<file path="src/logic/cpu_cfg.svh">
`ifndef CPU_CFG_SVH
`define CPU_CFG_SVH

`define CPU_XLEN     64            // Data path width
`define CPU_ILEN     32            // Instruction width
`define CPU_REG_BITS 5             // 32 architectural registers
`define CPU_ZERO_REG 5'd31         // Reads as zero and is never written

// Opcode field is instr[31:21]
`define CPU_OP_ADD   11'b10001011000
`define CPU_OP_SUB   11'b11001011000
`define CPU_OP_AND   11'b10001010000
`define CPU_OP_ORR   11'b10101010000
`define CPU_OP_LDUR  11'b11111000010
`define CPU_OP_STUR  11'b11111000000

`define CPU_ALU_AND  4'b0000
`define CPU_ALU_ORR  4'b0001
`define CPU_ALU_ADD  4'b0010       // Also address generation
`define CPU_ALU_SUB  4'b0110

`endif

</file>
<file path="src/logic/cpu_pkg.sv">
`default_nettype none

`include "cpu_cfg.svh"

package cpu_pkg;

  // Data values, addresses and the program counter
  typedef logic [`CPU_XLEN-1:0]     word_t;

  typedef logic [`CPU_ILEN-1:0]     instr_t;    // One fetched instruction

  typedef logic [`CPU_REG_BITS-1:0] reg_idx_t;  // Register number

  typedef logic [10:0]              opcode_t;   // instr[31:21]

  typedef logic [3:0]               alu_sel_t;  // See CPU_ALU_* codes

  // Where an execute operand comes from
  typedef logic [1:0]               fwd_sel_t;

endpackage

`default_nettype wire

</file>
<file path="src/logic/pipe_if.sv">
`timescale 1ns/1ns
`default_nettype none


interface ex_mem_if;
  import cpu_pkg::*;

  logic     mem_read;
  logic     mem_write;
  logic     reg_write;
  logic     mem_to_reg;
  word_t    alu_result;   // Memory address for loads and stores
  word_t    store_data;
  reg_idx_t rd;

  modport stage_out (output mem_read, mem_write, reg_write, mem_to_reg,
                     output alu_result, store_data, rd);

  modport stage_in  (input mem_read, mem_write, reg_write, mem_to_reg,
                     input alu_result, store_data, rd);
endinterface

`default_nettype wire

</file>
<file path="src/logic/mem_wb_stage.sv">
`timescale 1ns/1ns
`default_nettype none

module mem_wb_stage (
  input  wire                 CLOCK,
  input  wire                 rst_n,
  ex_mem_if.stage_in          mem,
  input  wire cpu_pkg::word_t mem_rdata,   // Valid while mem_read is high
  output logic                wb_en,
  output cpu_pkg::reg_idx_t   wb_reg,
  output cpu_pkg::word_t      wb_data
);
  import cpu_pkg::*;

  logic  mem_to_reg_q;
  word_t alu_result_q;
  word_t load_data_q;

  always_ff @(posedge CLOCK) begin
    if (!rst_n) begin
      wb_en        <= 1'b0;
      mem_to_reg_q <= 1'b0;
    end else begin
      wb_en        <= mem.reg_write;
      mem_to_reg_q <= mem.mem_to_reg;
    end
  end

  always_ff @(posedge CLOCK) begin
    alu_result_q <= mem.alu_result;
    load_data_q  <= mem_rdata;
    wb_reg       <= mem.rd;
  end

  assign wb_data = mem_to_reg_q ? load_data_q : alu_result_q;

endmodule

`default_nettype wire

</file>
<file path="src/flat_wrapper.sv">
// flat-port wrapper written by rule: the top's interface ports become plain ports
module mem_wb_stage_flat import cpu_pkg::*;
  (CLOCK, rst_n, mem_rdata, wb_en, wb_reg, wb_data, mem_mem_read, mem_mem_write, mem_reg_write, mem_mem_to_reg, mem_alu_result, mem_store_data, mem_rd);
  ex_mem_if mem_i ();
  input  wire CLOCK;
  input  wire rst_n;
  input  wire cpu_pkg::word_t mem_rdata;
  output logic wb_en;
  output cpu_pkg::reg_idx_t wb_reg;
  output cpu_pkg::word_t wb_data;
  input wire logic [$bits(mem_i.mem_read)-1:0] mem_mem_read;
  input wire logic [$bits(mem_i.mem_write)-1:0] mem_mem_write;
  input wire logic [$bits(mem_i.reg_write)-1:0] mem_reg_write;
  input wire logic [$bits(mem_i.mem_to_reg)-1:0] mem_mem_to_reg;
  input wire logic [$bits(mem_i.alu_result)-1:0] mem_alu_result;
  input wire logic [$bits(mem_i.store_data)-1:0] mem_store_data;
  input wire logic [$bits(mem_i.rd)-1:0] mem_rd;
  assign mem_i.mem_read = mem_mem_read;
  assign mem_i.mem_write = mem_mem_write;
  assign mem_i.reg_write = mem_reg_write;
  assign mem_i.mem_to_reg = mem_mem_to_reg;
  assign mem_i.alu_result = mem_alu_result;
  assign mem_i.store_data = mem_store_data;
  assign mem_i.rd = mem_rd;
  mem_wb_stage u_core (.CLOCK(CLOCK), .rst_n(rst_n), .mem(mem_i), .mem_rdata(mem_rdata), .wb_en(wb_en), .wb_reg(wb_reg), .wb_data(wb_data));
endmodule
</file>
<file path="config.mk">
export PLATFORM = sky130hd
export DESIGN_NAME = mem_wb_stage_flat
export DESIGN_NICKNAME = d
export VERILOG_FILES = /design/src/logic/cpu_pkg.sv /design/src/logic/pipe_if.sv /design/src/logic/mem_wb_stage.sv /design/src/flat_wrapper.sv
export VERILOG_INCLUDE_DIRS = /design/src /design/src/logic
export SDC_FILE = /design/constraint.sdc
export NUM_CORES = 1
export LEC_CHECK = 0
export BUFFER_PORTS_ARGS = -buffer_cell sky130_fd_sc_hd__buf_2
export CORE_AREA = 2 2 106 108
export CTS_CLUSTER_DIAMETER = 100
export DETAILED_ROUTE_END_ITERATION = 10
export DIE_AREA = 0 0 108 110
export PLACE_DENSITY_LB_ADDON = 0.25
export REMOVE_ABC_BUFFERS = 1
export SYNTH_ARGS = -nofsm -noshare
export SYNTH_HDL_FRONTEND = slang
export SYNTH_SLANG_ARGS = --single-unit
</file>
<file path="constraint.sdc">
create_clock -name CLOCK -period 1.75 [get_ports CLOCK]
set_input_delay 0.35 -clock CLOCK [delete_from_list [all_inputs] [get_ports CLOCK]]
set_output_delay 0.35 -clock CLOCK [all_outputs]
set_load 0.02 [all_outputs]
</file>
==> results of run 1 <==
through the flow:
step | cell area (sq um) | setup WS (ns) | setup TNS, ns | utilization [%] | hold slack, ns
after floorplan | 3660 | -1.61 | -99.22 | - | 0.378
after global placement | 4920 | 0.203 | 0 | 46.0 | 0.453
after detailed placement | 4920 | 0.182 | 0 | 46.0 | 0.454
cells by family after synthesis:
group / synth area share [%]
AND/OR/NAND/NOR: 0.330
buffers and inverters: 3.46
multiplexers: 24.9
flip-flops: 71.3
cells in the mapped netlist:
cell type | instances | share of area (%)
dfxtp_1 | 135 | 71
mux2_4 | 60 | 24
buf_12 | 6 | 3.2
mux2_2 | 4 | 1.2
and2_1 | 2 | 0.33
buf_6 | 1 | 0.30
==> flow_metrics.tcl, run 1 <==
set metrics [dict create \
    initial_core_util_pct 35.5 \
    postCtsSetupBuffers 5 \
    numCtsBuffers 17 \
    dp_hpwl_mm 5.31 \
    die_w_um 108 \
    outcome "aborted with a tool error" \
    port_buffers 206 \
    haltStage "4_1_cts" \
    cts-htree-levels 4 \
    synth_area_sq_mm 0.00379 \
    yosys_warnings 0 \
    root_buffer "clkbuf_8" \
    clock-sinks 135 \
    synth_seq_cells 135 \
    error_line "[ERROR RSZ-0060] Max buffer count reached." \
    ys_seq_area_share_pct 71.3 \
    ys_types 6 \
    place.gp.congestion 0.676 \
    postSynthCellCount 208 \
    synth.avg_cell_area_sq_um 18.2 \
    dpl.cell_count 550 \
    die_y_um 110 \
    cts_hold_buf 119 \
    ctsResizeCount 45 \
    row_count 38 \
    pin_count 273 \
    clock_path_buffers 2 \
]
==> run 2, diff against run 1 <==
--- a/config.mk
+++ b/config.mk
@@ -7,11 +7,10 @@
 export NUM_CORES = 1
 export LEC_CHECK = 0
 export BUFFER_PORTS_ARGS = -buffer_cell sky130_fd_sc_hd__buf_2
-export CORE_AREA = 2 2 106 108
-export CTS_CLUSTER_DIAMETER = 100
+export CORE_AREA = 2 2 107 109
 export DETAILED_ROUTE_END_ITERATION = 10
-export DIE_AREA = 0 0 108 110
-export PLACE_DENSITY_LB_ADDON = 0.25
+export DIE_AREA = 0 0 109 111
+export PLACE_DENSITY_LB_ADDON = 0.15
 export REMOVE_ABC_BUFFERS = 1
 export SYNTH_ARGS = -nofsm -noshare
 export SYNTH_HDL_FRONTEND = slang
==> run 2 against run 1 <==
  * The flow now finishes, with violations (negative setup slack)
  * Synthesized area did not move
  * Synthesized cell count did not move
==> flow_metrics.tcl, run 2 <==
set metrics [dict create \
    outcome "finished, violations left" \
    violations "negative setup slack" \
    path_clk_slew_ns 0.06 \
    insertedDiodeCount 0 \
    layout_commonest_cell "buf_2" \
    ys_types 6 \
    tightest_slew_ns 0.178 \
    synth.most_common_cell "dfxtp_1" \
    grt_pass1_vias 2420 \
    drv_slew 0 \
    critPathKind "flop to output pin" \
    yosys_warnings 0 \
    synth_area_sq_mm 0.00379 \
    row_count 39 \
    rsz0062_at_grt "yes" \
    detail-route-antenna-nets 0 \
    finalCritPeriodShare_pct 108 \
    synth_seq_cells 135 \
    syn2layout_area_growth_pct 63.2 \
    crit_fanout 7 \
    synth_flop_cell "dfxtp_1" \
    drive_gt1_share_pct 69.7 \
    dp_hpwl_mm 5.24 \
    grt_start_max_net_pins 17 \
    numCtsBuffers 17 \
    clock_path_buffers 2 \
    vdd_drop_max_uv 929 \
    synth.avg_cell_area_sq_um 18.2 \
    p_leak_uw 0.00299 \
    grt_util_all_layers_pct 13.2 \
    cp-end-kind "output pin" \
    hold_violations 0 \
    final_cell_mix "buf_2, dfxtp_1, buf_6" \
    synth-compound-area-share_pct 0 \
    max_freq_ghz 0.528 \
    stdcell_count 595 \
    final.setup.tns_ns -6.84 \
    antenna_found_initial 0 \
    core_sq_mm 0.0111 \
    die_y_um 111 \
    finalInstanceArea_sq_mm 0.00619 \
    netlist.area_leader.share_pct 71.3 \
    synth_edf_count 0 \
    port_buffers 206 \
    clock-sinks 135 \
    gr-total-overflow 0 \
    yosysTopAreaCell "dfxtp_1" \
    pin_count 273 \
    drc 0 \
    arrival_ns 1.55 \
    cts-htree-levels 4 \
    postSynthCellCount 208 \
    drv_cap 0 \
    wirelength_mm 7.83 \
    async_flop_share_pct 0 \
    drt_first_pass_iters 4 \
    setup_viol 64 \
    hp-class "input port to flop" \
    powerDensity_mw_per_mm2 1280 \
    nets 642 \
    synthMuxAreaShare_pct 24.9 \
    place.gp.congestion 0.684 \
    ys_seq_area_share_pct 71.3 \
    critPathRequiredTime_ns 1.40 \
    initial_core_util_pct 34.2 \
    synthAdderAreaFrac_pct 0 \
    synth_top_family_by_area "multiplexers" \
    root_buffer "clkbuf_16" \
    synth_common_cells "dfxtp_1, mux2_4, buf_12, mux2_2, and2_1" \
    slew_headroom_pct 88.1 \
    dp_slack_ns 0.184 \
    cts_tree "built" \
    routedWlPerCell_um 13.2 \
    vias_per_cell 3.96 \
    yosys.area_share.xor_xnor_pct 0 \
    finalWorstSetupSlack_ns -0.145 \
    drt-initial-drc-count 49 \
    vias 2354 \
    die_area_sq_mm 0.0121 \
    dpl_cell_area_sq_mm 0.00493 \
    postLayoutCoreUtil_pct 55.9 \
    cts_hold_buf 0 \
    yosys.area_share.simple_pct 0.330 \
    synthTopCellsByArea "dfxtp_1, mux2_4, buf_12, mux2_2, and2_1" \
    die_w_um 109 \
    grt_pass1_wl_mm 11.4 \
    period_minus_slack_ns 1.90 \
    startpoint_type "flop" \
    dpl.cell_count 554 \
]
## run 2: cell counts after synthesis
No cell type changed its count.
## run 2: logic make-up (layout without fill, tap and decap cells)
logic type,Yosys count,in the layout
flip-flops,135,135
AND/OR/NAND/NOR,2,2
multiplexers,64,64
buffers and inverters,7,251
## run 2: path summary, 6_finish.rpt
check | startpoint | to | cells past startpoint
setup / recovery | u_core.mem_to_reg_q | wb_data[3] | 4
hold / removal | mem_alu_result[35] | u_core.alu_result_q[35] | 1
## run 2: layout make-up
type / count / area, sq um
Fill cell: 901 / 4890
Tap cell: 143 / 179
Multi-Input combinational cell: 66 / 970
Sequential cell: 135 / 2710
Timing Repair Buffer: 219 / 1700
Clock inverter: 10 / 140
Clock buffer: 22 / 495
## run 2: through the flow
step	total power, uW	hold slack [ns]
after global routing	8220	0.00518
after detailed placement	4030	0.454
after floorplan	3750	0.378
final	7890	0.0408
after global placement	4020	0.452
after CTS	7900	0.0143
## run 2: critical path, cell delays in order (launching register included)
cell and delay [ns]:
dfxtp_4 0.37, buf_12 0.16, clkbuf_16 0.17, mux2_4 0.31, buf_6 0.13
## run 2: metal layers
layer	global-route usage (%)	wire length, um	up-vias
met2	21.2	3930	123
met4	5.90	80	0
li1	-	-	1159
met3	8.99	982	6
met5	0	0	-
met1	12.9	2840	1066
## run 2: repair_timing
| item | 4_1_cts | 5_1_grt |
|---|---|---|
| pin swaps | 0 | 0 |
| endpoints found under the hold margin | 0 | 0 |
| setup buffers | 4 | 0 |
| endpoints found under the setup margin | 60 | 64 |
| cloned | 3 | 2 |
| gates resized for setup | 65 | 78 |
## run 2: report_power, final
part	leakage, uW	switching [uW]	internal, uW
sequential	0.00114	41.8	3240
combinational	0.00155	353	549
clock	0.000304	1270	2440
No activity file was read; power rests on OpenSTA's default activity.
