$ cat src/logic/cpu_cfg.svh
`ifndef CPU_CFG_SVH
`define CPU_CFG_SVH

`define CPU_XLEN     64            // Data path width
`define CPU_ILEN     32            // Instruction width
`define CPU_REG_BITS 5             // 32 architectural registers
`define CPU_ZERO_REG 5'd31         // Reads as zero and is never written

// Opcode field is instr[31:21]
`define CPU_OP_ADD   11'b10001011000
`define CPU_OP_SUB   11'b11001011000
`define CPU_OP_AND   11'b10001010000
`define CPU_OP_ORR   11'b10101010000
`define CPU_OP_LDUR  11'b11111000010
`define CPU_OP_STUR  11'b11111000000

`define CPU_ALU_AND  4'b0000
`define CPU_ALU_ORR  4'b0001
`define CPU_ALU_ADD  4'b0010       // Also address generation
`define CPU_ALU_SUB  4'b0110

`endif

$ cat src/logic/cpu_pkg.sv
`default_nettype none

`include "cpu_cfg.svh"

package cpu_pkg;

  // Data values, addresses and the program counter
  typedef logic [`CPU_XLEN-1:0]     word_t;

  typedef logic [`CPU_ILEN-1:0]     instr_t;    // One fetched instruction

  typedef logic [`CPU_REG_BITS-1:0] reg_idx_t;  // Register number

  typedef logic [10:0]              opcode_t;   // instr[31:21]

  typedef logic [3:0]               alu_sel_t;  // See CPU_ALU_* codes

  // Where an execute operand comes from
  typedef logic [1:0]               fwd_sel_t;

endpackage

`default_nettype wire

$ cat src/logic/pipe_if.sv
`timescale 1ns/1ns
`default_nettype none

interface id_ex_if;
  import cpu_pkg::*;

  alu_sel_t alu_sel;
  logic     alu_src;      // Second operand is the immediate
  logic     mem_read;
  logic     mem_write;
  logic     reg_write;
  logic     mem_to_reg;
  word_t    rn_data;
  word_t    rm_data;      // Rt value for a store
  word_t    imm;
  reg_idx_t rd;
  reg_idx_t rn;
  reg_idx_t rm;

  modport stage_out (output alu_sel, alu_src, mem_read, mem_write, reg_write, mem_to_reg,
                     output rn_data, rm_data, imm, rd, rn, rm);

  modport stage_in  (input alu_sel, alu_src, mem_read, mem_write, reg_write, mem_to_reg,
                     input rn_data, rm_data, imm, rd, rn, rm);
endinterface

interface ex_mem_if;
  import cpu_pkg::*;

  logic     mem_read;
  logic     mem_write;
  logic     reg_write;
  logic     mem_to_reg;
  word_t    alu_result;   // Memory address for loads and stores
  word_t    store_data;
  reg_idx_t rd;

  modport stage_out (output mem_read, mem_write, reg_write, mem_to_reg,
                     output alu_result, store_data, rd);

  modport stage_in  (input mem_read, mem_write, reg_write, mem_to_reg,
                     input alu_result, store_data, rd);
endinterface

`default_nettype wire

$ cat src/logic/execute_stage.sv
`timescale 1ns/1ns
`default_nettype none

`include "cpu_cfg.svh"

module execute_stage (
  input  wire                    CLOCK,
  input  wire                    rst_n,
  id_ex_if.stage_in              id,
  ex_mem_if.stage_out            mem,
  input  wire                    wb_en,
  input  wire cpu_pkg::reg_idx_t wb_reg,
  input  wire cpu_pkg::word_t    wb_data
);
  import cpu_pkg::*;

  localparam fwd_sel_t fwd_reg = 2'd0;
  localparam fwd_sel_t fwd_mem = 2'd1;
  localparam fwd_sel_t fwd_wb  = 2'd2;

  fwd_sel_t fwd_a;
  fwd_sel_t fwd_b;
  word_t    op_a;
  word_t    rm_val;
  word_t    op_b;
  word_t    result;

  function automatic word_t fwd_mux(input fwd_sel_t sel, input word_t reg_val,
                                    input word_t mem_val, input word_t wb_val);
    case (sel)
      fwd_mem: return mem_val;
      fwd_wb:  return wb_val;
      default: return reg_val;
    endcase
  endfunction

  // Memory stage is newer so it is checked first
  assign fwd_a = (mem.reg_write && (mem.rd == id.rn)) ? fwd_mem :
                 (wb_en && (wb_reg == id.rn))          ? fwd_wb  : fwd_reg;
  assign fwd_b = (mem.reg_write && (mem.rd == id.rm)) ? fwd_mem :
                 (wb_en && (wb_reg == id.rm))          ? fwd_wb  : fwd_reg;

  assign op_a   = fwd_mux(fwd_a, id.rn_data, mem.alu_result, wb_data);
  assign rm_val = fwd_mux(fwd_b, id.rm_data, mem.alu_result, wb_data);
  assign op_b   = id.alu_src ? id.imm : rm_val;

  always_comb begin
    case (id.alu_sel)
      `CPU_ALU_AND: result = op_a & op_b;
      `CPU_ALU_ORR: result = op_a | op_b;
      `CPU_ALU_ADD: result = op_a + op_b;
      `CPU_ALU_SUB: result = op_a - op_b;
      default:      result = '0;
    endcase
  end

  always_ff @(posedge CLOCK) begin
    if (!rst_n) begin
      mem.mem_read   <= 1'b0;
      mem.mem_write  <= 1'b0;
      mem.reg_write  <= 1'b0;
      mem.mem_to_reg <= 1'b0;
    end else begin
      mem.mem_read   <= id.mem_read;
      mem.mem_write  <= id.mem_write;
      mem.reg_write  <= id.reg_write;
      mem.mem_to_reg <= id.mem_to_reg;
    end
  end

  always_ff @(posedge CLOCK) begin
    mem.alu_result <= result;
    mem.store_data <= rm_val;        // Forwarded Rt
    mem.rd         <= id.rd;
  end

endmodule

`default_nettype wire

$ cat src/flat_wrapper.sv
// flat-port wrapper written by rule: the top's interface ports become plain ports
module execute_stage_flat import cpu_pkg::*;
  (CLOCK, rst_n, wb_en, wb_reg, wb_data, id_alu_sel, id_alu_src, id_mem_read, id_mem_write, id_reg_write, id_mem_to_reg, id_rn_data, id_rm_data, id_imm, id_rd, id_rn, id_rm, mem_mem_read, mem_mem_write, mem_reg_write, mem_mem_to_reg, mem_alu_result, mem_store_data, mem_rd);
  id_ex_if id_i ();
  ex_mem_if mem_i ();
  input  wire CLOCK;
  input  wire rst_n;
  input  wire wb_en;
  input  wire cpu_pkg::reg_idx_t wb_reg;
  input  wire cpu_pkg::word_t wb_data;
  input wire logic [$bits(id_i.alu_sel)-1:0] id_alu_sel;
  input wire logic [$bits(id_i.alu_src)-1:0] id_alu_src;
  input wire logic [$bits(id_i.mem_read)-1:0] id_mem_read;
  input wire logic [$bits(id_i.mem_write)-1:0] id_mem_write;
  input wire logic [$bits(id_i.reg_write)-1:0] id_reg_write;
  input wire logic [$bits(id_i.mem_to_reg)-1:0] id_mem_to_reg;
  input wire logic [$bits(id_i.rn_data)-1:0] id_rn_data;
  input wire logic [$bits(id_i.rm_data)-1:0] id_rm_data;
  input wire logic [$bits(id_i.imm)-1:0] id_imm;
  input wire logic [$bits(id_i.rd)-1:0] id_rd;
  input wire logic [$bits(id_i.rn)-1:0] id_rn;
  input wire logic [$bits(id_i.rm)-1:0] id_rm;
  output wire logic [$bits(mem_i.mem_read)-1:0] mem_mem_read;
  output wire logic [$bits(mem_i.mem_write)-1:0] mem_mem_write;
  output wire logic [$bits(mem_i.reg_write)-1:0] mem_reg_write;
  output wire logic [$bits(mem_i.mem_to_reg)-1:0] mem_mem_to_reg;
  output wire logic [$bits(mem_i.alu_result)-1:0] mem_alu_result;
  output wire logic [$bits(mem_i.store_data)-1:0] mem_store_data;
  output wire logic [$bits(mem_i.rd)-1:0] mem_rd;
  assign id_i.alu_sel = id_alu_sel;
  assign id_i.alu_src = id_alu_src;
  assign id_i.mem_read = id_mem_read;
  assign id_i.mem_write = id_mem_write;
  assign id_i.reg_write = id_reg_write;
  assign id_i.mem_to_reg = id_mem_to_reg;
  assign id_i.rn_data = id_rn_data;
  assign id_i.rm_data = id_rm_data;
  assign id_i.imm = id_imm;
  assign id_i.rd = id_rd;
  assign id_i.rn = id_rn;
  assign id_i.rm = id_rm;
  assign mem_mem_read = mem_i.mem_read;
  assign mem_mem_write = mem_i.mem_write;
  assign mem_reg_write = mem_i.reg_write;
  assign mem_mem_to_reg = mem_i.mem_to_reg;
  assign mem_alu_result = mem_i.alu_result;
  assign mem_store_data = mem_i.store_data;
  assign mem_rd = mem_i.rd;
  execute_stage u_core (.CLOCK(CLOCK), .rst_n(rst_n), .id(id_i), .mem(mem_i), .wb_en(wb_en), .wb_reg(wb_reg), .wb_data(wb_data));
endmodule
$ cat config.mk
export PLATFORM = sky130hd
export DESIGN_NAME = execute_stage_flat
export DESIGN_NICKNAME = d
export VERILOG_FILES = /design/src/logic/cpu_pkg.sv /design/src/logic/pipe_if.sv /design/src/logic/execute_stage.sv /design/src/flat_wrapper.sv
export VERILOG_INCLUDE_DIRS = /design/src /design/src/logic
export SDC_FILE = /design/constraint.sdc
export NUM_CORES = 1
export LEC_CHECK = 0
export BUFFER_PORTS_ARGS = -buffer_cell sky130_fd_sc_hd__buf_2
export CAP_MARGIN = 20
export CORE_ASPECT_RATIO = 0.7
export CORE_MARGIN = 1.5
export CORE_UTILIZATION = 30
export DETAILED_ROUTE_END_ITERATION = 6
export SLEW_MARGIN = 40
export SYNTH_ARGS = -nofsm -noshare
export SYNTH_HDL_FRONTEND = slang
export SYNTH_SLANG_ARGS = --single-unit
$ cat constraint.sdc
create_clock -name CLOCK -period 13.1 [get_ports CLOCK]
set_input_delay 2.62 -clock CLOCK [delete_from_list [all_inputs] [get_ports CLOCK]]
set_output_delay 2.62 -clock CLOCK [all_outputs]
set_load 0.02 [all_outputs]
# Word level (Yosys, flattened, before mapping)
# Index checks and enable logic that the tools add are counted.
[word_totals]
regBits = 137
output_inout_bits = 137
elab_cells = 35
[op_classes]
n_addsub = 2
eq_ne = 11
muxes = 8
n_bitwise = 2
reduce_logical = 5
[ops]
columns = ["cell", "count"]
rows = [
  ["one-hot mux 64 bit (2 select lines)", 2],
  ["one-hot mux 64 bit (4 select lines)", 1],
  ["adder 64 bit", 1],
  ["AND 64 bit", 1],
  ["2-to-1 mux 64 bit", 1],
  ["bitwise OR 64 bit", 1],
  ["subtractor 64 bit", 1],
  ["== test 5 bit", 4],
  ["2-to-1 mux 2 bit", 4],
  ["== test 2 x 1 -> 1 bit, second input constant", 2],
  ["== test 2 bit, second input constant", 2],
  ["== test 4 x 1 -> 1 bit, second input constant", 1],
  ["== test 4 x 2 -> 1 bit, second input constant", 1],
  ["== test 4 x 3 -> 1 bit, second input constant", 1],
  ["logical AND 1 bit", 4],
  ["zero test 4 bit", 1],
]

# Longest topological paths before layout
[depth]
depth_word = 9
mapped_depth = 34

# Worst setup path before layout
# Ideal clock, no wire load.
[synth_timing]
kind = "input -> register"
startpoint = "input port id_alu_src"
endpoint = "register u_core.mem.alu_result[63]"
setup_ps = 117
arrival_time_ps = 9119
required_ps = 12983
setup_slack_ps = 3864
stages = 28
n_path_buf = 7
path_cell_list = "clkbuf_1 > clkinv_1 > buf_1 > buf_2 > buf_1 > buf_1 > clkbuf_1 > mux2i_1 > ha_1 > nand3_2 > or2_0 > buf_6 > or4_4 > o41ai_2 > xor2_1 > ha_1 > a21o_1 > a21o_1 > a21oi_1 > o21a_1 > nand3_1 > a221oi_1 > nor2_1 > a311oi_1 > o31ai_1 > a21oi_1 > xnor2_1 > a22o_1"
[synth_between]
elab_chain_cells = 3
[synth_rtl]
columns = ["item", "line", "rtl"]
rows = [
  ["start: declaration", "flat_wrapper.sv:12", "input wire logic [$bits(id_i.alu_src)-1:0] id_alu_src;"],
  ["2-to-1 mux 64 bit *", "execute_stage.sv:45", "assign op_b = id.alu_src ? id.imm : rm_val;"],
  ["subtractor 64 bit (tied with other cells)", "execute_stage.sv:52", "`CPU_ALU_SUB: result = op_a - op_b;"],
  ["one-hot mux 64 bit (4 select lines) *", "execute_stage.sv:48", "case (id.alu_sel)"],
  ["named net u_core.result[63]", "execute_stage.sv:26", "word_t result;"],
  ["end signal: assignment", "execute_stage.sv:72", "mem.alu_result <= result;"],
  ["end: declaration", "pipe_if.sv:39", "output alu_result, store_data, rd);"],
]
# Mark *: on every way through the listed nets, which the timed path passes. The rest lies on a longest branch.
# A chain may end at the register's enable or synchronous reset.

# Worst setup path in the final report
[layout_timing]
startpoint = "input port id_rm[0]"
endpoint = "register u_core.mem.alu_result[62]"
[layout_between]
elab_chain_cells = 9
[layout_rtl]
columns = ["item", "line", "rtl"]
rows = [
  ["start: declaration", "flat_wrapper.sv:22", "input wire logic [$bits(id_i.rm)-1:0] id_rm;"],
  ["== test 5 bit", "execute_stage.sv:41", "(wb_en && (wb_reg == id.rm)) ? fwd_wb : fwd_reg;"],
  ["logical AND 1 bit", "execute_stage.sv:41", ""],
  ["2-to-1 mux 2 bit", "execute_stage.sv:41", ""],
  ["2-to-1 mux 2 bit *", "execute_stage.sv:40", "assign fwd_b = (mem.reg_write && (mem.rd == id.rm)) ? fwd_mem :"],
  ["== test 2 bit or == test 2 x 1 -> 1 bit (tied branches)", "execute_stage.sv:30", "case (sel)"],
  ["one-hot mux 64 bit (2 select lines) *", "execute_stage.sv:30", ""],
  ["2-to-1 mux 64 bit *", "execute_stage.sv:45", ""],
  ["subtractor 64 bit (tied with other cells)", "execute_stage.sv:52", ""],
  ["one-hot mux 64 bit (4 select lines) *", "execute_stage.sv:48", ""],
  ["named net u_core.result[62]", "execute_stage.sv:26", ""],
]
# Marks and branches as above.

==> out/results.txt <==
outcome: finished, final reports clean
Setup TNS: 0 ps
row count: 64
area post-placement: 15900 um^2
GRT overflow: 0
die height: 179 um
post-synth top area share: 0.207
Final Skew: 13.7 ps
net count after synthesis: 2159
f_max: 102 MHz
CTS tree: yes
Post-DP HPWL: 48100 um
Mapped Area: 13200 um^2
largest net degree at the start of global routing: 75
critical-path maximum fanout: 31
Final Max Slew Viols: 0
layout cells sized above 1: 0.245
worst path arrival time: 10140 ps
final WL: 62200 um
die area: 45400 um^2
Critical Path Source Type: input port
average cell area after synthesis: 7.38 um^2
Yosys top cell by area: dfxtp_1
Regs by FF count: u_core.mem.alu_result x64, u_core.mem.store_data x64, u_core.mem.rd x5
Critical Path End Type: flop
Core ar.: 43600 um^2
CP Class: input port to flop
PD cells: 103 nW/um^2
detailed-route via count: 15100
Lkg Pwr: 7.18 nW
final instance area: 16500 um^2
number of enable flip-flop cells after synthesis: 0
Area Overhead vs Synth: 24.6%
most frequent cell after synthesis: nand2_1
DRC Markers: 0
synth unique cells: 81
worst hold path type: flop to flop
Avg WL per Cell: 22.6 um
ranking of synthesized cells by area: dfxtp_1 21%, o21ai_0 7.3%, ha_1 7.3%, mux2i_1 7.3%, nand2_1 7.2%
Top-Level Pins: 425
Cell Count Post-Placement: 2716
Yosys reg bits: 137
Final #Nets: 2508
clk_lat worst skew: 470 ps
first-pass GRT wire length: 90000 um
Setup-failing EPs final: 0
max cap viols: 0
CTS Buffer Depth: 2
number of global-route vias before repair: 14600
Iter 0 DRT Violations: 1356
non-filler instance count after layout: 2751
Synth Warn #: 0
number of CTS-inserted buffers: 17
PortBufs: 424
Commonest cells post-synth: 252 x nand2_1, 193 x o21ai_0, 137 x dfxtp_1, 96 x mux2i_1, 96 x nor2_1
Overall Global Routing Usage: 0.266
Root Driver: clkbuf_16
Initial Util: 0.304
period utilisation layout: 0.747
Mapped Cells: 1793
Main synth FF type: dfxtp_1
H-tree depth: 4
Post-synth ARST share: 0
Setup Buffers After CTS: 0
Reg clk slew, reported paths: 70 ps
Routed Antenna Nets: 0
Die X-Extent: 254 um
worst rel slew slack: 0.457
post_cts resized: 0
Initial DRT Pass Iterations: 6
initial antenna violation count: 9
required time of the critical path: 13460 ps
Worst-Margin Slew: 807 ps
Hold-fix buffers, CTS: 0
worst vdd ir: 85.3 uV
part of the Yosys area used for sequential elements: 0.207
vias per cell: 5.50
min Tclk post-route: 9790 ps
final hold vios: 0
gpl congestion: 0.988
RSZ-0062 raised after global routing: false
CTS Sinks: 137
[power breakdown]
part / internal, mW / total (mW) / switching [mW]
clock network: 0.296 / 0.519 / 0.223
logic: 0.264 / 0.689 / 0.425
registers: 0.453 / 0.483 / 0.0300
[final timing paths]
| check | startpoint | end | slack, ps | depth (start not counted) |
|---|---|---|---|---|
| max | id_rm[0] | u_core.mem.alu_result[62] | 3310 | 25 |
| max reg2reg | u_core.mem.rd[0] | u_core.mem.alu_result[62] | 5170 | 24 |
| min | u_core.mem.alu_result[50] | u_core.mem.store_data[50] | 520 | 2 |
| min reg2reg | u_core.mem.alu_result[50] | u_core.mem.store_data[50] | 520 | 2 |
[cells in the final DEF, fill, tap and decap left out, drive strengths merged, types with 10 or more instances in the layout]
master  Yosys  routed
a211oi     10      10
a21o       40      40
mux2i      96      96
o21bai     12      12
and2       15      15
nand2b     10      10
nor3       53      53
a311oi     13      13
and3       14      14
ha         77      77
o31ai      11      11
a31oi      80      80
nor2       96      96
buf        22     446
nand2     254     254
clkbuf     94      17
nand3      61      61
o21ai     198     198
inv        57      58
nor2b      10      10
xor2       49      49
a21oi      92      92
xnor2      90      90
nand4      17      17
dfxtp     137     137
maj3       62      62
[logic make-up after synthesis]
group / count (synthesis) / synth area share
AO/OA/AOI/OAI: 531 / 0.249
XOR/XNOR: 140 / 0.0938
adder cells (fa/ha/maj): 140 / 0.121
buffers and inverters: 174 / 0.0510
flip-flops: 137 / 0.207
multiplexers: 100 / 0.0761
AND/OR/NAND/NOR: 571 / 0.201
[metrics by stage]
step | setup slack [ps] | util | hold WS [ps] | total power [mW]
2_1_floorplan | 3860 | - | 563 | 0.931
3_3_place_gp | 3070 | 0.363 | 499 | 1.16
3_5_place_dp | 2840 | 0.364 | 500 | 1.16
4_1_cts | 3310 | 0.377 | 515 | 1.69
5_1_grt | 2880 | 0.378 | 551 | 1.77
6_report | 3310 | 0.378 | 524 | 1.69
[critical path, cell delays in order]
cell and delay [ps]:
buf_2 120, xnor2_1 130, nand2_2 210, buf_4 480
o21a_1 610, nor3_1 250, a311oi_1 540, and3_1 390
nor2b_1 330, nor2b_1 320, nand2b_1 130, nor2_1 620
nor2_1 120, xnor2_1 230, ha_1 290, a21o_1 180
a21o_1 180, a21o_1 180, nand2_1 60, o211ai_1 110
or4_1 600, a21o_1 240, a31oi_1 590, o41ai_1 190
a221o_1 360
[layout make-up]
class                      instances  area [um^2]
fill                            4693        27100
multi-input combinational       1482         9880
sequential                       137         2740
timing repair buffer             446         2300
tap                              594          743
clock buffer                      17          425
inverter                          58          218
clock inverter                    14          158
antenna                            3         7.51
[metal layers]
layer | global-route usage | vias to the layer above | routed length [um]
met5 | 0 | - | 40
met4 | 0.101 | 6 | 2090
met3 | 0.0639 | 105 | 5410
met2 | 0.407 | 744 | 26400
met1 | 0.360 | 7102 | 28200
li1 | - | 7180 | -
No activity file was read; power rests on OpenSTA's default activity.
