File: config.mk
export PLATFORM = sky130hd
export DESIGN_NAME = fetch_stage
export DESIGN_NICKNAME = d
export VERILOG_FILES = /design/src/logic/cpu_pkg.sv /design/src/logic/fetch_stage.sv
export VERILOG_INCLUDE_DIRS = /design/src /design/src/logic
export SDC_FILE = /design/constraint.sdc
export NUM_CORES = 1
export LEC_CHECK = 0
export BUFFER_PORTS_ARGS = -buffer_cell sky130_fd_sc_hd__buf_2
export CORE_MARGIN = 3
export CORE_UTILIZATION = 46
export CTS_CLUSTER_DIAMETER = 200
export DETAILED_ROUTE_END_ITERATION = 10
export PLACE_DENSITY_LB_ADDON = 0.2
export SETUP_SLACK_MARGIN = 0.02
export SLEW_MARGIN = 10
export SYNTH_ARGS = -nofsm -noshare
export SYNTH_HDL_FRONTEND = slang
export SYNTH_SLANG_ARGS = --single-unit
File: constraint.sdc
create_clock -name CLOCK -period 2.1 [get_ports CLOCK]
set_input_delay 0.105 -clock CLOCK [delete_from_list [all_inputs] [get_ports CLOCK]]
set_output_delay 0.105 -clock CLOCK [all_outputs]
set_load 0.01 [all_outputs]
File: src/logic/cpu_cfg.svh
`ifndef CPU_CFG_SVH
`define CPU_CFG_SVH

`define CPU_XLEN     64            // Data path width
`define CPU_ILEN     32            // Instruction width
`define CPU_REG_BITS 5             // 32 architectural registers
`define CPU_ZERO_REG 5'd31         // Reads as zero and is never written

// Opcode field is instr[31:21]
`define CPU_OP_ADD   11'b10001011000
`define CPU_OP_SUB   11'b11001011000
`define CPU_OP_AND   11'b10001010000
`define CPU_OP_ORR   11'b10101010000
`define CPU_OP_LDUR  11'b11111000010
`define CPU_OP_STUR  11'b11111000000

`define CPU_ALU_AND  4'b0000
`define CPU_ALU_ORR  4'b0001
`define CPU_ALU_ADD  4'b0010       // Also address generation
`define CPU_ALU_SUB  4'b0110

`endif

File: src/logic/cpu_pkg.sv
`default_nettype none

`include "cpu_cfg.svh"

package cpu_pkg;

  // Data values, addresses and the program counter
  typedef logic [`CPU_XLEN-1:0]     word_t;

  typedef logic [`CPU_ILEN-1:0]     instr_t;    // One fetched instruction

  typedef logic [`CPU_REG_BITS-1:0] reg_idx_t;  // Register number

  typedef logic [10:0]              opcode_t;   // instr[31:21]

  typedef logic [3:0]               alu_sel_t;  // See CPU_ALU_* codes

  // Where an execute operand comes from
  typedef logic [1:0]               fwd_sel_t;

endpackage

`default_nettype wire

File: src/logic/fetch_stage.sv
`timescale 1ns/1ns
`default_nettype none

module fetch_stage (
  input  wire                  CLOCK,
  input  wire                  rst_n,
  input  wire                  stall,       // Load-use hold from decode
  input  wire cpu_pkg::instr_t instr,
  output cpu_pkg::word_t       pc,
  output cpu_pkg::instr_t      ifid_instr
);
  import cpu_pkg::*;

  localparam word_t pc_step = word_t'(4);

  // PC and IF/ID move together so a stall freezes both
  always_ff @(posedge CLOCK) begin
    if (!rst_n) begin
      pc         <= '0;
      ifid_instr <= '0;              // Opcode zero decodes as NOP
    end else if (!stall) begin
      pc         <= pc + pc_step;
      ifid_instr <= instr;
    end
  end

endmodule

`default_nettype wire

## Yosys cells after proc, flatten, opt, wreduce, memory -nomap -nowiden

Index checks and enable logic that the tools add are counted.

| storage, ports and cells | value |
|---|---|
| bits in registers | 96 |
| input port bits | 35 |
| word-level logic and storage cells | 3 |
| output and inout bits | 96 |

| cells by class | value |
|---|---|
| add/subtract/negate cells | 1 |

Operators by type and width:

| cell | count |
|---|---|
| $add 64x3->64 const B | 1 |

## Depth between registers and ports, before layout

Gate-level depths: netlist of the first run.

| logic depth | value |
|---|---|
| depth after elaboration | 1 |
| gate-level depth with buffers | 7 |
| gate-level depth less buffers | 6 |

## Least setup slack after synthesis of the first run

OpenSTA, ideal clock, no wires.

| path | value |
|---|---|
| path kind | register to register |
| from | register pc[2] |
| to | register pc[28] |
| cell stages (with the launch flop) | 8 |
| path buffers | 1 |
| data required time | 1.972 ns |
| period minus slack after synthesis | 2.063 ns |
| slack | 0.037 ns |
| setup time | 0.128 ns |
| arrival time | 1.935 ns |
| cells stage by stage | dfxtp_1 > ha_1 > nand4b_1 > or4_1 > buf_2 > nor4_1 > xnor2_1 > nor2_1 |

| between the ends | value |
|---|---|
| longest elaborated chain between the ends | 1 |

Ends and longest elaborated chain:

| what | line | RTL |
|---|---|---|
| from (decl) | fetch_stage.sv:9 | `output cpu_pkg::word_t pc,` |
| from (signal assigned) | fetch_stage.sv:22 | `pc <= pc + pc_step;` |
| $add 64x3->64 | fetch_stage.sv:22 |  |

No other way between the ends.
A chain may end at the register's enable or synchronous reset.

## Final worst setup path of the first run

| path | value |
|---|---|
| from | register pc[20] |
| to | register pc[54] |

The elaborated chain is that of the path after synthesis.

==> results of run 1 <==
-- state kept, by name, summed over array words and instances (netlist names) --
name        cells
pc             62
ifid_instr     32
-- metal layers --
layer | vias up | track usage (%) | wire [µm]
li1 | 1973 | - | -
met1 | 1886 | 26.5 | 4710
met2 | 125 | 36.7 | 5190
met3 | 14 | 6.25 | 796
met4 | 0 | 6.11 | 158
met5 | - | 0 | 0
-- metrics by stage --
stage          setup WS (ns)  hold slack (ns)  area [µm²]
3_5_place_dp          -0.104            0.344        5000
4_1_cts             -0.00970          0.00410        5530
2_1_floorplan         0.0373            0.227        4080
5_1_grt              -0.0467           0.0126        5660
3_3_place_gp         -0.0313            0.331        5000
6_report              0.0321        -0.000681        5660
-- worst register-to-register path, stage by stage, from the launching register on --
cell and delay, ns:
dfxtp_1 0.36, nand4_1 0.21, buf_4 0.22, nor4_4 0.40, nand4_1 0.17, buf_6 0.18
or3_1 0.33, a21oi_2 0.15
-- power by group through the flow --
stage	Clock (mW)	Sequential, mW	Combinational (mW)
after global routing	1.44	1.85	0.295
final	1.33	1.84	0.271
after detailed placement	0	1.88	0.225
after global placement	0	1.88	0.218
after CTS	1.36	1.84	0.266
after floorplan	0	1.90	0.103
-- how the worst max path moves through the flow --
stage / startpoint / to / slack, ns / cells past startpoint
global route: pc[21]$_SDFFE_PN0N_ / pc[54]$_SDFFE_PN0N_ / -0.05 / 7
global placement: pc[21]$_SDFFE_PN0N_ / pc[39]$_SDFFE_PN0N_ / -0.03 / 5
finish: pc[20]$_SDFFE_PN0N_ / pc[54]$_SDFFE_PN0N_ / 0.03 / 7
floorplan: pc[2]$_SDFFE_PN0N_ / pc[28]$_SDFFE_PN0N_ / 0.04 / 7
CTS: pc[2]$_SDFFE_PN0N_ / pc[44]$_SDFFE_PN0N_ / -0.01 / 6
detailed placement: pc[21]$_SDFFE_PN0N_ / pc[37]$_SDFFE_PN0N_ / -0.10 / 5
-- what timing repair did --
item	4_1_cts	5_1_grt
endpoints found under the setup margin	15	31
endpoints found under the hold margin	29	0
cloned	0	0
hold buffers	29	0
setup buffers	0	7
pin swaps	1	15
resized for setup	2	19
-- synthesized netlist by cell type (all sizes together), types with 15 or more instances --
master	count
a21oi	26
clkbuf	16
dfxtp	94
mux2i	33
nand2	19
nand3	26
nand4	26
nor2	76
o21ai	26
or3	26
xnor2	15
xor2	19
-- cells by family after synthesis --
kind of cell / after synthesis
other: 1
buffers and inverters: 28
adders and majority gates: 1
and+or+nand+nor: 210
AOI/OAI and AO/OA: 53
xor gates and xnor gates: 34
DFF: 94
muxes: 33
-- area by class of cell --
| cell class | instances | area [µm²] |
|---|---|---|
| clock inverters | 7 | 97.6 |
| flip-flops and latches | 94 | 1890 |
| inverters | 6 | 22.5 |
| clock buffers | 9 | 124 |
| fillers | 699 | 2760 |
| repair buffers | 196 | 1260 |
| multi-input cells | 333 | 2140 |
| well taps | 105 | 131 |
==> results.md, run 1 <==
* Pleak at 2.54 nW
* Crit path top cell by count: nand4_1
* First-pass GRT wire length at 18.0 mm
* Antenna cells at 0
* Cell count of the worst hold path at 3
* Arrival @ worst endpoint at 2.36 ns
* Initial Util at 48.4%
* DR WL/cell at 14.5 µm
* Switching Share at 23.5%
* Critical path peak fanout at 12
* Share of the synthesized area in the top cell type at 46.1%
* Top post-synthesis cells by area: dfxtp_1 (46%), mux2i_1 (8.1%), nor2_1 (7.0%)
* DRC viols at 0
* Worst Tran Pin Value at 0.551 ns
* Max VDD drop at 0.424 mV
* RR Endpoint: pc[54]$_SDFFE_PN0N_
* Final-stage net count at 676
* Fin crit share at 98.5%
* Worst setup path category: register to register
* Share of layout cells above drive strength 1 at 32.7%
* Internal reg-to-reg setup slack at 0.03 ns
* Total Neg Setup Slack at 0 ns
* Latest clock arrival within the worst-skew pair at 0.36 ns
* Data required, critical path at 2.39 ns
* Tot Pwr at 3.44 mW
* Slowest stage delay, CP at 0.39 ns
* Post-synth EDFFs at 0
* Initial DRC count at 109
* Critical path buffers and inverters at 2
* TritonCTS Buffers at 9
* Synth Area in Compound Gates at 6.56%
* Max Root-Sink Buffers at 2
* Max Transition Viols Final at 0
* Routed WL at 10.8 mm
* Outcome: complete, but fails checks
* Post-synthesis xor/xnor area fraction at 7.30%
* Syn-to-layout area delta at 38.9%
* Top Ports at 131
* Clk pin slew, worst setup/hold paths at 0.10 ns
* RSZ-0062 raised after global routing: yes
* Critical path capture point type: register
* Placer congestion estimate at 0.785
* Achievable frequency at 0.484 GHz
* Initial DRT Pass Iterations at 4
* Htree depth at 3
* Clock power share at 38.6%
* CTS tree: done
* Hold Fails Final Rpt at 1
* Final core utilization at 67.2%
* Vias post-DR at 3998
* Vias/cell at 5.33
* DIE AREA at 0.0100 mm²
* Post-Synth Adder-Cell Area at 0.307%
* Failing checks: negative hold slack
* Die W at 100 µm
* Combinational Power Share at 7.9%
* Post-Syn Area at 0.00408 mm²
* Final hold slack at -0.000681 ns
* Dpl hpwl at 7.09 mm
* Ys Warns at 0
* PD cells at 608 mW/mm²
* Switching power at 0.810 mW
* Internal at 2.63 mW
* Detail Route Antenna Nets at 0
* Post-synthesis cell count at 454
* I/O Buffers at 128
* Startpoint types: register
* Post-route minimum period at 2.07 ns
* Synthesis-stage register bit count at 94
* Most common cell after layout, fill and taps aside: buf_2
* Pin count of the biggest net entering global routing at 37
* Post-synth top area cell: dfxtp_1
* Sink Count at 94
* Hold Crit Class: primary input to register
* WHS Endpoint: ifid_instr[23]$_SDFFE_PN0N_
* Sequential Power Share at 53.5%
* Max-Cap Viols at 0
* All-layer global routing usage at 21.5%
* Placed insts at 698
* Ys flop type: dfxtp_1
* GRT overflow at 0
* Largest family of logic cells by synthesized area: simple AND/OR/NAND/NOR gates
* Post-synthesis mux area share at 8.10%
* Initial antenna violation count at 0
* Clock skew at 0.0122 ns
* Cell variety after synth at 37
* Crit-path slowest cell: nor4_4
* Root Driver: clkbuf_8
* Commonest non-fill, non-tap cells in the layout: buf_2 (128), dfxtp_1 (88), nor2_1 (76)
* Sequential area share after synthesis at 46.1%
* CP delay by family, top: simple AND/OR/NAND/NOR gates
* Synth Area per Inst at 8.98 µm²
* Relative slew margins at 63.3%
* Vias in the first global route at 3898
* Post-synth ARST share at 0%
* Worst r2r src: pc[20]$_SDFFE_PN0N_
* Register-to-Register Path Depth at 7
* # rows at 33
* Core box area at 0.00842 mm²
* CP Cell Sequence: nand4_1, buf_4, nor4_4, nand4_1, buf_6, or3_1, a21oi_2
* Worst Hold Launch: instr[23]
* Fin cells at 750
* Die height at 100 µm
* Final setup violation count at 0
* Post-Synth Simple-Gate Area at 28.3%
Note: power is estimated with default switching activity, not from simulation.
==> run 2: changes to the inputs <==
--- a/config.mk
+++ b/config.mk
@@ -6,11 +6,11 @@
 export SDC_FILE = /design/constraint.sdc
 export NUM_CORES = 1
 export LEC_CHECK = 0
-export BUFFER_PORTS_ARGS = -buffer_cell sky130_fd_sc_hd__buf_2
 export CORE_MARGIN = 3
-export CORE_UTILIZATION = 46
+export CORE_UTILIZATION = 57
 export CTS_CLUSTER_DIAMETER = 200
 export DETAILED_ROUTE_END_ITERATION = 10
+export DONT_BUFFER_PORTS = 1
 export PLACE_DENSITY_LB_ADDON = 0.2
 export SETUP_SLACK_MARGIN = 0.02
 export SLEW_MARGIN = 10
==> results.md, run 2 (synthesis results as in run 1) <==
* Outcome: finished, final reports clean
* Crit-path slowest cell: dfxtp_2
* RSZ-0062 raised after global routing: yes
* Final instance area at 0.00542 mm² (-4.2%)
* Root Driver: clkbuf_8
* Pin count of the biggest net entering global routing at 39 (+5.4%)
* Clk pin slew, worst setup/hold paths at 0.09 ns (about the same)
* Critical path peak fanout at 6 (-6)
* GRT overflow at 0 (unchanged)
* Critical path capture point type: register
* Pre-CTS setup slack at -0.0363 ns (+0.0676 ns)
* Max reg flops at 62 (unchanged)
* Vias post-DR at 3846 (-3.8%)
* Pleak at 2.13 nW (-16%)
* Worst Slack Setup Final at 0.0176 ns (-0.0145 ns)
* CP delay by family, top: simple AND/OR/NAND/NOR gates
* Worst Tran Pin Value at 0.510 ns (-0.0401 ns)
* CTS tree: done
* Initial Util at 59.4% (+11 points)
* Achievable frequency at 0.480 GHz (-0.69%)
* Regs by FF count: pc x62, ifid_instr x32
* DR WL/cell at 18.5 µm (+28%)
* Vias in the first global route at 3861 (-0.95%)
* Initial antenna violation count at 0 (unchanged)
* Core box area at 0.00687 mm² (-18%)
* CP Cell Sequence: ha_4, nand4b_1, nor4_4, buf_4, nand4_1, buf_6, or3_4, a21oi_2
* Initial DRT Pass Iterations at 4 (unchanged)
* Final-stage net count at 594 (-12%)
* DRC viols at 0 (unchanged)
* Max Transition Viols Final at 0 (unchanged)
* Hold Fails Final Rpt at 0 (-1)
* Antenna cells at 0 (unchanged)
* PD cells at 598 mW/mm² (-1.7%)
* Clock skew at 0.0109 ns (-0.00137 ns)
* Routed WL at 12.2 mm (+13%)
* Syn-to-layout area delta at 33.0%
* Slowest stage delay, CP at 0.38 ns (about the same)
* Max-Cap Viols at 0 (unchanged)
* Vias/cell at 5.84 (+9.5%)
* Htree depth at 3 (unchanged)
* Top Ports at 131 (unchanged)
* Relative slew margins at 65.9% (+2.6 points)
* Die W at 90.6 µm (-9.6%)
* Final setup violation count at 0 (unchanged)
* Die height at 90.6 µm (-9.6%)
* Post-route minimum period at 2.08 ns (+0.0145 ns)
* Arrival @ worst endpoint at 2.37 ns (about the same)
* Hold Crit Class: primary input to register
* Worst setup path category: register to register
* DIE AREA at 0.00821 mm² (-18%)
* # rows at 30 (-9.1%)
* Fin crit share at 99.2% (+0.69 points)
* Detail Route Antenna Nets at 0 (unchanged)
* Max Root-Sink Buffers at 2 (unchanged)
* Dpl hpwl at 6.85 mm (-3.4%)
* I/O Buffers at 0 (-100%)
* Sink Count at 94 (unchanged)
* Commonest non-fill, non-tap cells in the layout: dfxtp_1 (91), nor2_1 (76), buf_4 (60)
* TritonCTS Buffers at 9 (unchanged)
* Latest clock arrival within the worst-skew pair at 0.36 ns (about the same)
* Startpoint types: register
* Data required, critical path at 2.39 ns (about the same)
* Most common cell after layout, fill and taps aside: dfxtp_1
* Share of layout cells above drive strength 1 at 20.4% (-12 points)
* Placed inst area at 0.00451 mm² (-9.9%)
* Critical path buffers and inverters at 2 (unchanged)
* All-layer global routing usage at 29.0% (+7.5 points)
* First-pass GRT wire length at 19.3 mm (+7.1%)
* Largest Register: pc
* Max VDD drop at 0.521 mV (+23%)
* Initial DRC count at 167 (+53%)
* Placer congestion estimate at 0.814 (+3.7%)
-- run 2: cell count changes in the layout (fill, tap and decap cells not counted), sizes merged --
| cell | before | now |
|---|---|---|
| inv | 7 | 6 |
| clkbuf | 9 | 10 |
| clkinvlp | 2 | 1 |
| bufinv | 2 | 0 |
| nand3 | 26 | 27 |
| clkinv | 2 | 5 |
| buf | 167 | 66 |
| dlygate4sd3 | 29 | 47 |
-- run 2: worst reg2reg max path: cells and delay by family, from the launching register on --
family / cells / cell delay, ns
AND/OR/NAND/NOR: 4 / 0.98
AO/OA/AOI/OAI: 1 / 0.14
flip-flops: 1 / 0.38
buffers and inverters: 2 / 0.36
adder cells (fa/ha/maj): 1 / 0.15
-- run 2: routing by layer --
metal / vias to the layer above / wire length [µm] / track usage (%)
met2: 176 / 6060 / 49.0
met4: 0 / 332 / 13.4
met3: 31 / 1080 / 8.33
li1: 1809 / - / -
met1: 1830 / 4740 / 34.0
met5: - / 0 / 0
-- run 2: power by group --
group,internal (mW),switching (mW),total (mW)
Combinational,0.127,0.109,0.236
Sequential,1.82,0.0542,1.88
Clock,0.469,0.660,1.13
Total,2.42,0.823,3.24
-- run 2: cell type report --
class	count	area (µm²)
inverters	6	22.5
clock inverters	6	47.5
fillers	436	1450
clock buffers	10	138
multi-input cells	334	2200
flip-flops and latches	94	1890
repair buffers	113	1010
well taps	96	120
-- run 2: what timing repair did --
item	in CTS	in global routing
hold buffers	48	0
endpoints found under the setup margin	20	31
endpoints found under the hold margin	37	0
pin swaps	1	13
gates resized for setup	5	21
gates cloned	0	2
buffers inserted	2	9
-- run 2: stage by stage --
| stage | util (%) | hold slack, ns | setup TNS (ns) | std cells | power (mW) |
|---|---|---|---|---|---|
| floorplan | - | 0.227 | 0 | 455 | 2.01 |
| global placement | 65.6 | 0.240 | -0.0112 | 582 | 2.02 |
| detailed placement | 65.6 | 0.234 | -0.163 | 582 | 2.03 |
| CTS | 76.1 | 0.0742 | 0 | 648 | 3.21 |
| global route | 79.0 | 0.0976 | -0.458 | 659 | 3.37 |
| finish | 79.0 | 0.0791 | 0 | 659 | 3.24 |
-- run 2: path summary, 6_finish.rpt --
| path | start | to | slack [ns] | cells after the start |
|---|---|---|---|---|
| hold reg to reg | pc[58]$_SDFFE_PN0N_ | pc[58]$_SDFFE_PN0N_ | 0.57 | 2 |
| setup reg to reg | pc[2]$_SDFFE_PN0N_ | pc[62]$_SDFFE_PN0N_ | 0.02 | 8 |
| hold / removal | stall | pc[5]$_SDFFE_PN0N_ | 0.08 | 3 |
| setup / recovery | pc[2]$_SDFFE_PN0N_ | pc[62]$_SDFFE_PN0N_ | 0.02 | 8 |
==> run 3: changes to the inputs <==
--- a/config.mk
+++ b/config.mk
@@ -11,7 +11,7 @@
 export CTS_CLUSTER_DIAMETER = 200
 export DETAILED_ROUTE_END_ITERATION = 10
 export DONT_BUFFER_PORTS = 1
-export PLACE_DENSITY_LB_ADDON = 0.2
+export PLACE_DENSITY = 0.75
 export SETUP_SLACK_MARGIN = 0.02
 export SLEW_MARGIN = 10
 export SYNTH_ARGS = -nofsm -noshare
==> results.md, run 3 (synthesis results as in run 1) <==
* Max VDD drop at 0.475 mV (-8.8%)
* Die height at 90.6 µm (unchanged)
* Final instance area at 0.00530 mm² (-2.3%)
* Top Ports at 131 (unchanged)
* Die W at 90.6 µm (unchanged)
* Achievable frequency at 0.493 GHz (+2.7%)
* Worst Slack Setup Final at 0.0726 ns (+0.0549 ns)
* Most common cell after layout, fill and taps aside: dfxtp_1
* Htree depth at 3 (unchanged)
* Vias in the first global route at 3768 (-2.4%)
* Sink Count at 94 (unchanged)
* Post-route minimum period at 2.03 ns (-0.0549 ns)
* All-layer global routing usage at 27.6% (-1.4 points)
* Largest Register: pc
* Syn-to-layout area delta at 29.9%
* Max-Cap Viols at 0 (unchanged)
* Regs by FF count: pc x62, ifid_instr x32
* Internal at 2.59 mW (+7.2%)
* Initial DRT Pass Iterations at 4 (unchanged)
* Worst Hold Launch: rst_n
* Crit path from: pc[3]$_SDFFE_PN0N_
* # rows at 30 (unchanged)
* DR WL/cell at 17.6 µm (-4.8%)
* Fillcell total at 485 (+11%)
* Commonest non-fill, non-tap cells in the layout: dfxtp_1 (87), nor2_1 (76), buf_4 (59)
* Max Root-Sink Buffers at 2 (unchanged)
* Root Driver: clkbuf_8
* Clk pin slew, worst setup/hold paths at 0.09 ns (about the same)
* Reg area at 0.00189 mm² (+0.27%)
* Vias post-DR at 3774 (-1.9%)
* Total Neg Setup Slack at 0 ns (unchanged)
* DRC viols at 0 (unchanged)
* Slowest stage delay, CP at 0.61 ns (+0.23 ns)
* Pin count of the biggest net entering global routing at 44 (+13%)
* Placed inst area at 0.00451 mm² (unchanged)
* Detail Route Antenna Nets at 0 (unchanged)
* GRT overflow at 0 (unchanged)
* Arrival @ worst endpoint at 2.26 ns (-0.11 ns)
* CP Cell Sequence: ha_4, nand4b_1, or4_4, nor4_2, xnor2_1, nor2_1
* Final hold slack at 0.0933 ns (+0.0142 ns)
* First-pass GRT wire length at 18.5 mm (-3.7%)
* Outcome: finished, final reports clean
* Hold Fails Final Rpt at 0 (unchanged)
* Clock skew at 0.0139 ns (+0.00306 ns)
* Max Transition Viols Final at 0 (unchanged)
* I/O Buffers at 0 (unchanged)
* Sequential Power Share at 55.5% (-2.4 points)
* Core box area at 0.00687 mm² (unchanged)
* Initial DRC count at 155 (-7.2%)
* Dpl hpwl at 6.81 mm (-0.68%)
* Pleak at 2.08 nW (-2.1%)
* Switching Share at 23.2% (-2.2 points)
* Final-stage net count at 580 (-2.4%)
* Combinational Power Share at 6.2% (-1.1 points)
* Crit-path slowest cell: or4_4
* Worst r2r src: pc[3]$_SDFFE_PN0N_
* CTS tree: done
* Worst setup path category: register to register
* Switching power at 0.783 mW (-4.8%)
* Placer congestion estimate at 0.806 (-1.0%)
* Vias/cell at 5.86 (+0.41%)
* Antenna cells at 0 (unchanged)
* Startpoint types: register
* DIE AREA at 0.00821 mm² (unchanged)
* Area of the multi-input gates at 0.00218 mm² (-0.85%)
* Critical path capture point type: register
* Share of layout cells above drive strength 1 at 20.6% (+0.19 points)
* Data required, critical path at 2.33 ns (-0.06 ns)
* Initial antenna violation count at 0 (unchanged)
* Latest clock arrival within the worst-skew pair at 0.36 ns (about the same)
* Routed WL at 11.4 mm (-7.0%)
* Clock power share at 38.3% (+3.5 points)
* Critical path peak fanout at 6 (unchanged)
* Fin crit share at 96.5% (-2.6 points)
* TritonCTS Buffers at 9 (unchanged)
* Pre-CTS setup slack at -0.0556 ns (-0.0194 ns)
* Placed insts at 582 (unchanged)
* Initial Util at 59.4% (unchanged)
* Hold Crit Class: primary input to register
* Max reg flops at 62 (unchanged)
* RSZ-0062 raised after global routing: yes
* PD cells at 637 mW/mm² (+6.6%)
* Final setup violation count at 0 (unchanged)
* Fin cells at 644 (-2.3%)
[run 3: cell types whose count changed in the layout (fill, tap and decap cells not counted), sizes merged]
cell,previous run,this run
dlygate4sd3,47,36
buf,66,64
bufinv,0,2
clkbuf,10,9
clkinv,5,4
clkinvlp,1,0
nand3,27,26
[run 3: power by group through the flow]
stage / Sequential (mW) / Combinational (mW) / Clock [mW]
2_1_floorplan: 1.90 / 0.103 / 0
3_3_place_gp: 1.91 / 0.110 / 0
3_5_place_dp: 1.91 / 0.115 / 0
4_1_cts: 1.87 / 0.188 / 1.30
5_1_grt: 1.88 / 0.226 / 1.38
6_report: 1.87 / 0.208 / 1.29
[run 3: path summary, 6_finish.rpt]
check / to / slack [ns] / depth (start not counted)
worst min-delay path: pc[27]$_SDFFE_PN0N_ / 0.09 / 2
worst max-delay path: pc[28]$_SDFFE_PN0N_ / 0.07 / 6
worst min register to register: pc[30]$_SDFFE_PN0N_ / 0.56 / 2
worst max register to register: pc[28]$_SDFFE_PN0N_ / 0.07 / 6
[run 3: per-stage QoR]
step | total power, mW | util (%)
2_1_floorplan | 2.01 | -
3_5_place_dp | 2.02 | 65.6
3_3_place_gp | 2.02 | 65.6
5_1_grt | 3.48 | 77.1
4_1_cts | 3.36 | 75.2
6_report | 3.38 | 77.1
[run 3: layout make-up]
| type | count | area share [%] |
|---|---|---|
| Clock buffer | 9 | 2.34 |
| Clock inverter | 6 | 1.65 |
| Inverter | 6 | 0.425 |
| Multi-Input combinational cell | 333 | 41.2 |
| Sequential cell | 94 | 35.7 |
| Tap cell | 96 | 2.27 |
| Timing Repair Buffer | 100 | 16.4 |
[run 3: critical path: cells and delay by family, from the launching register on]
family                   cells  cell delay [ns]
AND/OR/NAND/NOR              4             1.22
flip-flops                   1             0.37
XOR/XNOR                     1             0.16
adder cells (fa/ha/maj)      1             0.15
[run 3: routing by layer]
| metal | wire length (µm) | vias up | track usage (%) |
|---|---|---|---|
| met2 | 5610 | 174 | 46.3 |
| li1 | - | 1782 | - |
| met4 | 355 | 0 | 12.8 |
| met3 | 1000 | 36 | 9.67 |
| met1 | 4380 | 1782 | 31.3 |
| met5 | 0 | - | 0 |
[run 3: repair_timing]
item	in CTS	in global routing
endpoints found under the setup margin	18	31
pin swaps	4	12
gates cloned	0	1
hold buffers	37	0
hold endpoints to repair	37	0
resized for setup	7	22
setup buffers	4	5
